$ cat src/hw/lc3b_types.sv
package lc3b_types;

	// ####################################################################
	// word and field types
	// ####################################################################

	typedef logic [15:0] lc3b_word;
	typedef logic [2:0] lc3b_reg;
	typedef logic [2:0] lc3b_nzp;

	// opcode encodings from the LC-3b ISA
	typedef enum logic [3:0] {
		op_br  = 4'b0000,
		op_add = 4'b0001,
		op_ldr = 4'b0110,
		op_str = 4'b0111,
		op_and = 4'b0101,
		op_not = 4'b1001
	} lc3b_opcode;

	typedef enum logic [1:0] {
		alu_add,
		alu_and,
		alu_not,
		alu_pass
	} lc3b_aluop;

	// control word, travels with the instruction down the pipe
	typedef struct packed {
		lc3b_opcode opcode;
		lc3b_aluop aluop;
		logic imm_sel;
		logic mem2_read;
		logic mem2_write;
		logic regfile_load;
		logic br_op;
	} lc3b_control;

	// ####################################################################
	// constants
	// ####################################################################

	localparam int num_regs = 8;

	// BR with nzp=000, never taken
	localparam lc3b_word nop_word = 16'h0000;

	localparam lc3b_word pc_step = 16'd2;

	// control word of a bubble, writes nothing and never branches
	localparam lc3b_control nop_cw = '{
		opcode: op_br,
		aluop: alu_pass,
		imm_sel: 1'b0,
		mem2_read: 1'b0,
		mem2_write: 1'b0,
		regfile_load: 1'b0,
		br_op: 1'b0
	};

endpackage : lc3b_types

$ cat src/hw/pipe_if.sv
interface pipe_if
	import lc3b_types::*;
();

	// one instruction's state between two stages
	logic valid;
	lc3b_word ir;
	lc3b_word pc;
	lc3b_control cw;
	lc3b_word sr1;
	lc3b_word sr2;
	lc3b_word alu;
	lc3b_word mdr;

	modport producer (output valid, ir, pc, cw, sr1, sr2, alu, mdr);

	modport consumer (input valid, ir, pc, cw, sr1, sr2, alu, mdr);

endinterface : pipe_if

$ cat src/hw/instruction_fetch.sv
module instruction_fetch
	import lc3b_types::*;
(
	input logic clk,
	input logic reset,
	input logic branch_taken,
	input lc3b_word br_target,
	output lc3b_word mem_addr1,
	output logic mem_read1,
	input lc3b_word mem_rdata1,
	pipe_if.producer if_id
);

	lc3b_word pc;

	// instruction port reads every cycle
	assign mem_addr1 = pc;
	assign mem_read1 = 1'b1;

	always_ff @(posedge clk) begin
		if (reset) begin
			pc <= '0;
			if_id.valid <= 1'b0;
		end else begin
			pc <= branch_taken ? br_target : pc + pc_step;
			if_id.valid <= !branch_taken;
		end
	end

	// IF/ID payload, squashed slot gets a bubble
	always_ff @(posedge clk) begin
		if_id.pc <= pc;
		if_id.ir <= branch_taken ? nop_word : mem_rdata1;
	end

	// not known before decode
	assign if_id.cw = nop_cw;
	assign if_id.sr1 = '0;
	assign if_id.sr2 = '0;
	assign if_id.alu = '0;
	assign if_id.mdr = '0;

endmodule : instruction_fetch

$ cat src/hw/instruction_decode.sv
module instruction_decode
	import lc3b_types::*;
(
	input logic clk,
	input logic reset,
	input logic branch_taken,
	pipe_if.consumer if_id,
	pipe_if.producer id_ex,
	input logic regfile_load,
	input lc3b_reg dest,
	input lc3b_word wb_data,
	input logic cc_load,
	input lc3b_nzp cc_value
);

	lc3b_word regs [num_regs];
	lc3b_nzp nzp;
	lc3b_control cw;
	lc3b_reg sr1_idx;
	lc3b_reg sr2_idx;
	lc3b_word sr1_val;
	lc3b_word sr2_val;
	lc3b_nzp nzp_now;

	// ####################################################################
	// register file and condition codes
	// ####################################################################

	always_ff @(posedge clk) begin
		if (reset) begin
			for (int i = 0; i < num_regs; i++) begin
				regs[i[2:0]] <= '0;
			end
			nzp <= 3'b010;
		end else begin
			if (regfile_load) begin
				regs[dest] <= wb_data;
			end
			if (cc_load) begin
				nzp <= cc_value;
			end
		end
	end

	// ####################################################################
	// control word
	// ####################################################################

	always_comb begin
		cw = nop_cw;
		case (if_id.ir[15:12])
			op_add, op_and: begin
				cw.opcode = (if_id.ir[15:12] == op_add) ? op_add : op_and;
				cw.aluop = (if_id.ir[15:12] == op_add) ? alu_add : alu_and;
				cw.imm_sel = if_id.ir[5];
				cw.regfile_load = 1'b1;
			end
			op_not: begin
				cw.opcode = op_not;
				cw.aluop = alu_not;
				cw.regfile_load = 1'b1;
			end
			op_ldr: begin
				cw.opcode = op_ldr;
				cw.aluop = alu_add;
				cw.imm_sel = 1'b1;
				cw.mem2_read = 1'b1;
				cw.regfile_load = 1'b1;
			end
			op_str: begin
				cw.opcode = op_str;
				cw.aluop = alu_add;
				cw.imm_sel = 1'b1;
				cw.mem2_write = 1'b1;
			end
			op_br: begin
				cw.br_op = 1'b1;
			end
			// anything else is a bubble
			default: cw = nop_cw;
		endcase
	end

	// STR reads its data register through the sr2 port
	assign sr1_idx = if_id.ir[8:6];
	assign sr2_idx = (cw.opcode == op_str) ? if_id.ir[11:9] : if_id.ir[2:0];

	// writes in this cycle are visible to the read
	assign sr1_val = (regfile_load && dest == sr1_idx) ? wb_data : regs[sr1_idx];
	assign sr2_val = (regfile_load && dest == sr2_idx) ? wb_data : regs[sr2_idx];
	assign nzp_now = cc_load ? cc_value : nzp;

	always_ff @(posedge clk) begin
		if (reset) begin
			id_ex.valid <= 1'b0;
		end else begin
			id_ex.valid <= if_id.valid && !branch_taken;
		end
	end

	// ID/EX payload with a BR's condition code in the sr1 slot
	always_ff @(posedge clk) begin
		id_ex.pc <= if_id.pc;
		id_ex.ir <= branch_taken ? nop_word : if_id.ir;
		id_ex.cw <= branch_taken ? nop_cw : cw;
		id_ex.sr1 <= (cw.opcode == op_br) ? {13'b0, nzp_now} : sr1_val;
		id_ex.sr2 <= sr2_val;
	end

	assign id_ex.alu = '0;
	assign id_ex.mdr = '0;

endmodule : instruction_decode

$ cat src/hw/execution_module.sv
module execution_module
	import lc3b_types::*;
(
	input logic clk,
	input logic reset,
	pipe_if.consumer id_ex,
	pipe_if.producer ex_mem,
	output logic branch_taken,
	output lc3b_word br_target
);

	lc3b_word imm5_sext;
	lc3b_word off6_sext;
	lc3b_word off9_sext;
	lc3b_word operand_b;
	lc3b_word alu_out;
	lc3b_nzp cur_cc;

	assign imm5_sext = {{11{id_ex.ir[4]}}, id_ex.ir[4:0]};
	assign off6_sext = {{9{id_ex.ir[5]}}, id_ex.ir[5:0], 1'b0};
	assign off9_sext = {{6{id_ex.ir[8]}}, id_ex.ir[8:0], 1'b0};

	// loads and stores form base plus word offset
	always_comb begin
		if (!id_ex.cw.imm_sel) begin
			operand_b = id_ex.sr2;
		end else if (id_ex.cw.opcode == op_ldr || id_ex.cw.opcode == op_str) begin
			operand_b = off6_sext;
		end else begin
			operand_b = imm5_sext;
		end
	end

	always_comb begin
		case (id_ex.cw.aluop)
			alu_add: alu_out = id_ex.sr1 + operand_b;
			alu_and: alu_out = id_ex.sr1 & operand_b;
			alu_not: alu_out = ~id_ex.sr1;
			default: alu_out = id_ex.sr1;
		endcase
	end

	// branch resolves here, nzp came along in sr1
	assign cur_cc = id_ex.sr1[2:0];
	assign br_target = id_ex.pc + pc_step + off9_sext;
	assign branch_taken = id_ex.valid && id_ex.cw.br_op && (|(id_ex.ir[11:9] & cur_cc));

	always_ff @(posedge clk) begin
		if (reset) begin
			ex_mem.valid <= 1'b0;
		end else begin
			ex_mem.valid <= id_ex.valid;
		end
	end

	always_ff @(posedge clk) begin
		ex_mem.ir <= id_ex.ir;
		ex_mem.pc <= id_ex.pc;
		ex_mem.cw <= id_ex.cw;
		ex_mem.sr1 <= id_ex.sr1;
		// store data
		ex_mem.sr2 <= id_ex.sr2;
		ex_mem.alu <= alu_out;
	end

	assign ex_mem.mdr = '0;

endmodule : execution_module

$ cat src/hw/memory_module.sv
module memory_module
	import lc3b_types::*;
(
	input logic clk,
	input logic reset,
	pipe_if.consumer ex_mem,
	pipe_if.producer mem_wb,
	output lc3b_word mem_addr2,
	output logic mem_read2,
	output logic mem_write2,
	output lc3b_word mem_wdata2,
	input lc3b_word mem_rdata2
);

	// data port, address from the ALU
	assign mem_addr2 = ex_mem.alu;
	assign mem_read2 = ex_mem.valid && ex_mem.cw.mem2_read;
	assign mem_write2 = ex_mem.valid && ex_mem.cw.mem2_write;
	assign mem_wdata2 = ex_mem.sr2;

	always_ff @(posedge clk) begin
		if (reset) begin
			mem_wb.valid <= 1'b0;
		end else begin
			mem_wb.valid <= ex_mem.valid;
		end
	end

	// MEM/WB payload, load data lands in mdr
	always_ff @(posedge clk) begin
		mem_wb.ir <= ex_mem.ir;
		mem_wb.pc <= ex_mem.pc;
		mem_wb.cw <= ex_mem.cw;
		mem_wb.sr1 <= ex_mem.sr1;
		mem_wb.sr2 <= ex_mem.sr2;
		mem_wb.alu <= ex_mem.alu;
		mem_wb.mdr <= mem_rdata2;
	end

endmodule : memory_module

$ cat src/hw/writeback_module.sv
module writeback_module
	import lc3b_types::*;
(
	pipe_if.consumer mem_wb,
	output logic regfile_load,
	output lc3b_reg dest,
	output lc3b_word wb_data,
	output logic cc_load,
	output lc3b_nzp cc_value
);

	// ####################################################################
	// result select and condition codes
	// ####################################################################

	assign wb_data = (mem_wb.cw.opcode == op_ldr) ? mem_wb.mdr : mem_wb.alu;

	assign dest = mem_wb.ir[11:9];
	assign regfile_load = mem_wb.valid && mem_wb.cw.regfile_load;

	// every register write also sets nzp
	assign cc_load = regfile_load;

	always_comb begin
		if (wb_data[15]) begin
			cc_value = 3'b100;
		end else if (wb_data == '0) begin
			cc_value = 3'b010;
		end else begin
			cc_value = 3'b001;
		end
	end

endmodule : writeback_module

$ cat src/hw/cpu_datapath.sv
module cpu_datapath
	import lc3b_types::*;
(
	input logic clk,
	input logic reset,
	output lc3b_word mem_addr1,
	output logic mem_read1,
	input lc3b_word mem_rdata1,
	output lc3b_word mem_addr2,
	output logic mem_read2,
	output logic mem_write2,
	input lc3b_word mem_rdata2,
	output lc3b_word mem_wdata2
);

	// stage registers
	pipe_if if_id();
	pipe_if id_ex();
	pipe_if ex_mem();
	pipe_if mem_wb();

	// redirect from execute
	logic branch_taken;
	lc3b_word br_target;

	// register write from writeback
	logic regfile_load;
	lc3b_reg dest;
	lc3b_word wb_data;
	logic cc_load;
	lc3b_nzp cc_value;

	instruction_fetch if_stage (
		.clk(clk),
		.reset(reset),
		.branch_taken(branch_taken),
		.br_target(br_target),
		.mem_addr1(mem_addr1),
		.mem_read1(mem_read1),
		.mem_rdata1(mem_rdata1),
		.if_id(if_id.producer)
	);

	instruction_decode id_stage (
		.clk(clk),
		.reset(reset),
		.branch_taken(branch_taken),
		.if_id(if_id.consumer),
		.id_ex(id_ex.producer),
		.regfile_load(regfile_load),
		.dest(dest),
		.wb_data(wb_data),
		.cc_load(cc_load),
		.cc_value(cc_value)
	);

	execution_module ex_stage (
		.clk(clk),
		.reset(reset),
		.id_ex(id_ex.consumer),
		.ex_mem(ex_mem.producer),
		.branch_taken(branch_taken),
		.br_target(br_target)
	);

	memory_module mem_stage (
		.clk(clk),
		.reset(reset),
		.ex_mem(ex_mem.consumer),
		.mem_wb(mem_wb.producer),
		.mem_addr2(mem_addr2),
		.mem_read2(mem_read2),
		.mem_write2(mem_write2),
		.mem_wdata2(mem_wdata2),
		.mem_rdata2(mem_rdata2)
	);

	writeback_module wb_stage (
		.mem_wb(mem_wb.consumer),
		.regfile_load(regfile_load),
		.dest(dest),
		.wb_data(wb_data),
		.cc_load(cc_load),
		.cc_value(cc_value)
	);

endmodule : cpu_datapath

$ cat config.mk
export PLATFORM = sky130hd
export DESIGN_NAME = cpu_datapath
export DESIGN_NICKNAME = d
export VERILOG_FILES = /design/src/hw/lc3b_types.sv /design/src/hw/pipe_if.sv /design/src/hw/instruction_fetch.sv /design/src/hw/instruction_decode.sv /design/src/hw/execution_module.sv /design/src/hw/memory_module.sv /design/src/hw/writeback_module.sv /design/src/hw/cpu_datapath.sv
export SDC_FILE = /design/constraint.sdc
export NUM_CORES = 1
export LEC_CHECK = 0
export BUFFER_PORTS_ARGS = -buffer_cell sky130_fd_sc_hd__buf_2
export CAP_MARGIN = 20
export CELL_PAD_IN_SITES_DETAIL_PLACEMENT = 1
export CELL_PAD_IN_SITES_GLOBAL_PLACEMENT = 1
export CORE_UTILIZATION = 45
export CTS_BUF_LIST = sky130_fd_sc_hd__clkbuf_4 sky130_fd_sc_hd__clkbuf_8
export CTS_CLUSTER_SIZE = 28
export DETAILED_ROUTE_END_ITERATION = 16
export GPL_TIMING_DRIVEN = 0
export PLACE_DENSITY_LB_ADDON = 0.05
export SETUP_SLACK_MARGIN = 0.3
export SLEW_MARGIN = 20
export SYNTH_ARGS = -nofsm -noshare
export SYNTH_HDL_FRONTEND = slang
export SYNTH_SLANG_ARGS = --single-unit
$ cat constraint.sdc
create_clock -name clk -period 3.09 [get_ports clk]
set_clock_uncertainty 0.1 [all_clocks]
set_input_delay 0.1545 -clock clk [delete_from_list [all_inputs] [get_ports clk]]
set_output_delay 0.1545 -clock clk [all_outputs]
set_load 0.05 [all_outputs]
==> results.py <==
metrics = {
    "sta": {
        "fin_crit_ns": 2.83,
        "worst_slack_ns": 0.265,
        "tns_ns": 0,
        "fin_crit_sh_pct": 91.4,
        "slew_headroom_pct": 40.8,
        "hold_violations": 0,
        "fmax_ghz": 0.354,
        "drv_slew": 0,
        "rsz0062_at_grt": "true",
        "setup_violations": 0,
        "tightestPinTransition_ns": 0.888,
    },
    "status": {
        "status": "finished clean",
    },
    "placement": {
        "routabilityCongestion": 0.900,
        "place_ws_ns": -0.366,
        "dp.final_hpwl_um": 30400,
        "io_buffer_count": 82,
    },
    "final_layout": {
        "nets": 1589,
        "drive_gt1_share_pct": 21.6,
        "n_antenna_cell": 0,
        "max_flop_register": "id_stage.regs",
        "multi_input_area_um2": 6480,
        "seq_area_um2": 8010,
        "largest_reg_flops": 128,
        "fillCellCount": 3407,
        "area_growth_pct": 20.2,
    },
    "logic_synthesis": {
        "synth_cells": 1325,
        "synth_edf_count": 128,
        "synthArstFlopShare_pct": 0,
        "synthDistinctLibCells": 66,
        "mappedNetlistArea_um2": 14500,
        "yosysSeqAreaShare_pct": 55.2,
        "yosys_warnings": 0,
        "dominantRegCellSynth": "dfxtp_1",
        "avgSynthCellArea_um2": 10.9,
        "ys_ff_latch": 336,
        "syn-num-nets": 1405,
    },
    "die": {
        "std_cell_rows": 65,
        "core_area_um2": 31600,
        "dieArea_um2": 32900,
        "start_util_pct": 45.8,
        "io-pin-count": 85,
        "chipHeight_um": 182,
        "die_x_um": 182,
    },
    "setup_path": {
        "cp-end-kind": "flip-flop",
        "crit_chain": "nand3b_1, buf_4, a21oi_1, a21oi_2, ha_1, a21o_1, nand4_1, a21oi_4, o31ai_4, buf_4, o2111ai_1, nand3_1",
        "cp_max_fo": 4,
        "critPathBufInv": 2,
        "cpLargestDelayFamily": "compound AO/OA/AOI/OAI gates",
        "max_stage_delay_ns": 0.34,
        "required_ns": 3.47,
        "critPathKind": "reg -> reg",
        "cp_common_cell": "buf_4",
        "arrival_ns": 3.21,
        "startpoint_type": "flip-flop",
        "slowest_stage": "a21oi_4",
    },
    "power_and_ir_drop": {
        "powerDensity_nw_per_um2": 619,
        "peakVddDrop_mv": 0.317,
        "p_leak_nw": 6.86,
    },
    "routing": {
        "dr.first_iter.drc_count": 658,
        "vias_per_cell": 5.53,
        "first_pass_iters": 6,
        "vias": 10800,
        "ant_nets": 0,
        "drt-total-wl_um": 41700,
        "drc": 0,
        "wire_per_inst_um": 21.3,
    },
    "global_routing": {
        "first_global_vias": 11100,
        "grt_pass1_wl_um": 63900,
        "grt_overflow": 0,
        "antenna_found_initial": 0,
        "track_usage_pct": 25.4,
        "grt_max_degree": 17,
    },
    "clocking": {
        "max-clock-path-buffers": 3,
        "clkTransAtPathRegs_ns": 0.06,
        "htree_num_levels": 2,
        "cts_made_buffers": 56,
        "cts_tree": "done",
        "clockRootBuffer": "clkbuf_8",
        "clk_latency_ns": 0.64,
        "clock_sinks": 336,
    },
    "run": {
        "drv_cap": 0,
    },
    "worst_hold_path": {
        "worstHoldPathType": "in -> reg",
    },
}
-- final cells by class --
class                      instances  share of cell area [%]
buffer                            90                    2.46
clock buffer                      83                    5.94
clock inverter                    18                   0.524
inverter                          15                   0.323
multi-input combinational        884                    37.2
sequential                       336                    46.0
tap                              402                    2.89
timing repair buffer             126                    4.75
-- synthesized netlist by cell type (7+ instances only) --
library cell | number | area [um^2]
mux2_2 | 7 | 78.8
nand2b_1 | 11 | 68.8
o21ai_1 | 13 | 65.1
xnor2_1 | 31 | 272
nand3_1 | 29 | 145
mux2i_1 | 45 | 450
nand4_1 | 10 | 62.6
dfxtp_1 | 208 | 4160
a32oi_1 | 16 | 140
nor2b_1 | 22 | 138
o21a_1 | 11 | 82.6
nor2_1 | 219 | 822
nand2_1 | 111 | 417
o2111ai_1 | 13 | 114
a22oi_1 | 7 | 52.6
a211oi_1 | 45 | 338
and3_1 | 8 | 50.1
o21ai_0 | 19 | 95.1
edfxtp_1 | 128 | 3840
clkbuf_1 | 70 | 263
buf_2 | 10 | 50.1
and2_1 | 35 | 219
xor2_1 | 23 | 201
a21oi_1 | 38 | 190
mux4_2 | 32 | 721
inv_1 | 15 | 56.3
nor3_1 | 12 | 60.1
a21o_1 | 11 | 82.6
ha_1 | 44 | 551
-- layer usage --
metal	global-route usage (%)	vias up	share of wire, %	wire length, um
li1	-	5113	-	-
met1	36.2	5368	48	20100
met2	40.3	270	46	19000
met3	4.31	55	4.4	1830
met4	6.31	0	1.6	676
met5	0	-	0	0
-- repair_timing --
action | CTS | global route
endpoints found under the hold margin | 33 | 0
resized for setup | 38 | 81
setup buffers | 5 | 6
hold buffers | 33 | 0
setup endpoints to repair | 82 | 128
pin swaps | 5 | 12
-- stage by stage --
step           cells  area (um^2)  util [%]  power [W]  hold WS, ns
6_report        1954        17400      55.1     0.0108       0.0704
2_1_floorplan   1325        14500         -    0.00619       0.0822
3_5_place_dp    1809        15400      48.7    0.00670        0.159
3_3_place_gp    1809        15400      48.7    0.00666        0.158
5_1_grt         1954        17400      55.1     0.0112       0.0425
4_1_cts         1948        17000      53.8     0.0107       0.0203
-- cells in the final DEF (no fill, tap or decap), types with 31 or more instances in the layout --
| cell | synthesis | final |
|---|---|---|
| edfxtp_1 | 128 | 128 |
| nand2_1 | 111 | 109 |
| nor2_1 | 219 | 218 |
| xnor2_1 | 31 | 31 |
| dfxtp_1 | 208 | 206 |
| mux2i_1 | 45 | 37 |
| mux4_2 | 32 | 32 |
| clkbuf_8 | 0 | 67 |
| dlygate4sd3_1 | 0 | 33 |
| and2_1 | 35 | 35 |
| buf_2 | 10 | 93 |
| clkbuf_1 | 70 | 60 |
| a211oi_1 | 45 | 42 |
| ha_1 | 44 | 33 |
-- final timing paths --
kind / from / end / slack, ns / cells after the start
worst min-delay path: mem_rdata2[0] / mem_stage.mem_wb.mdr[0]$_DFF_P_ / 0.07 / 2
worst max register to register: id_stage.id_ex.cw[10]$_SDFF_PP0_ / ex_stage.ex_mem.alu[13]$_DFF_P_ / 0.26 / 12
worst min register to register: if_stage.if_id.pc[1]$_DFF_P_ / id_stage.id_ex.pc[1]$_DFF_P_ / 0.22 / 0
worst max-delay path: id_stage.id_ex.cw[10]$_SDFF_PP0_ / ex_stage.ex_mem.alu[13]$_DFF_P_ / 0.26 / 12
-- where the power goes --
| group | switching (W) | internal, W |
|---|---|---|
| clock | 0.00177 | 0.00215 |
| combinational | 0.00119 | 0.000637 |
| sequential | 0.000165 | 0.00488 |
| total | 0.00313 | 0.00766 |
-- cells by family (layout without fill, tap and decap cells) --
| family | Yosys count | in the layout | synth area share [%] |
|---|---|---|---|
| AND/OR/NAND/NOR | 482 | 482 | 15.0 |
| flip-flops | 336 | 336 | 55.2 |
| AO/OA/AOI/OAI | 216 | 216 | 10.6 |
| buffers and inverters | 105 | 332 | 3.07 |
| multiplexers | 85 | 85 | 8.72 |
| XOR/XNOR | 54 | 54 | 3.26 |
| adder cells (fa/ha/maj) | 46 | 46 | 4.07 |
| other | 1 | 1 | 0.0259 |
Power figures use the tool's default switching activity.
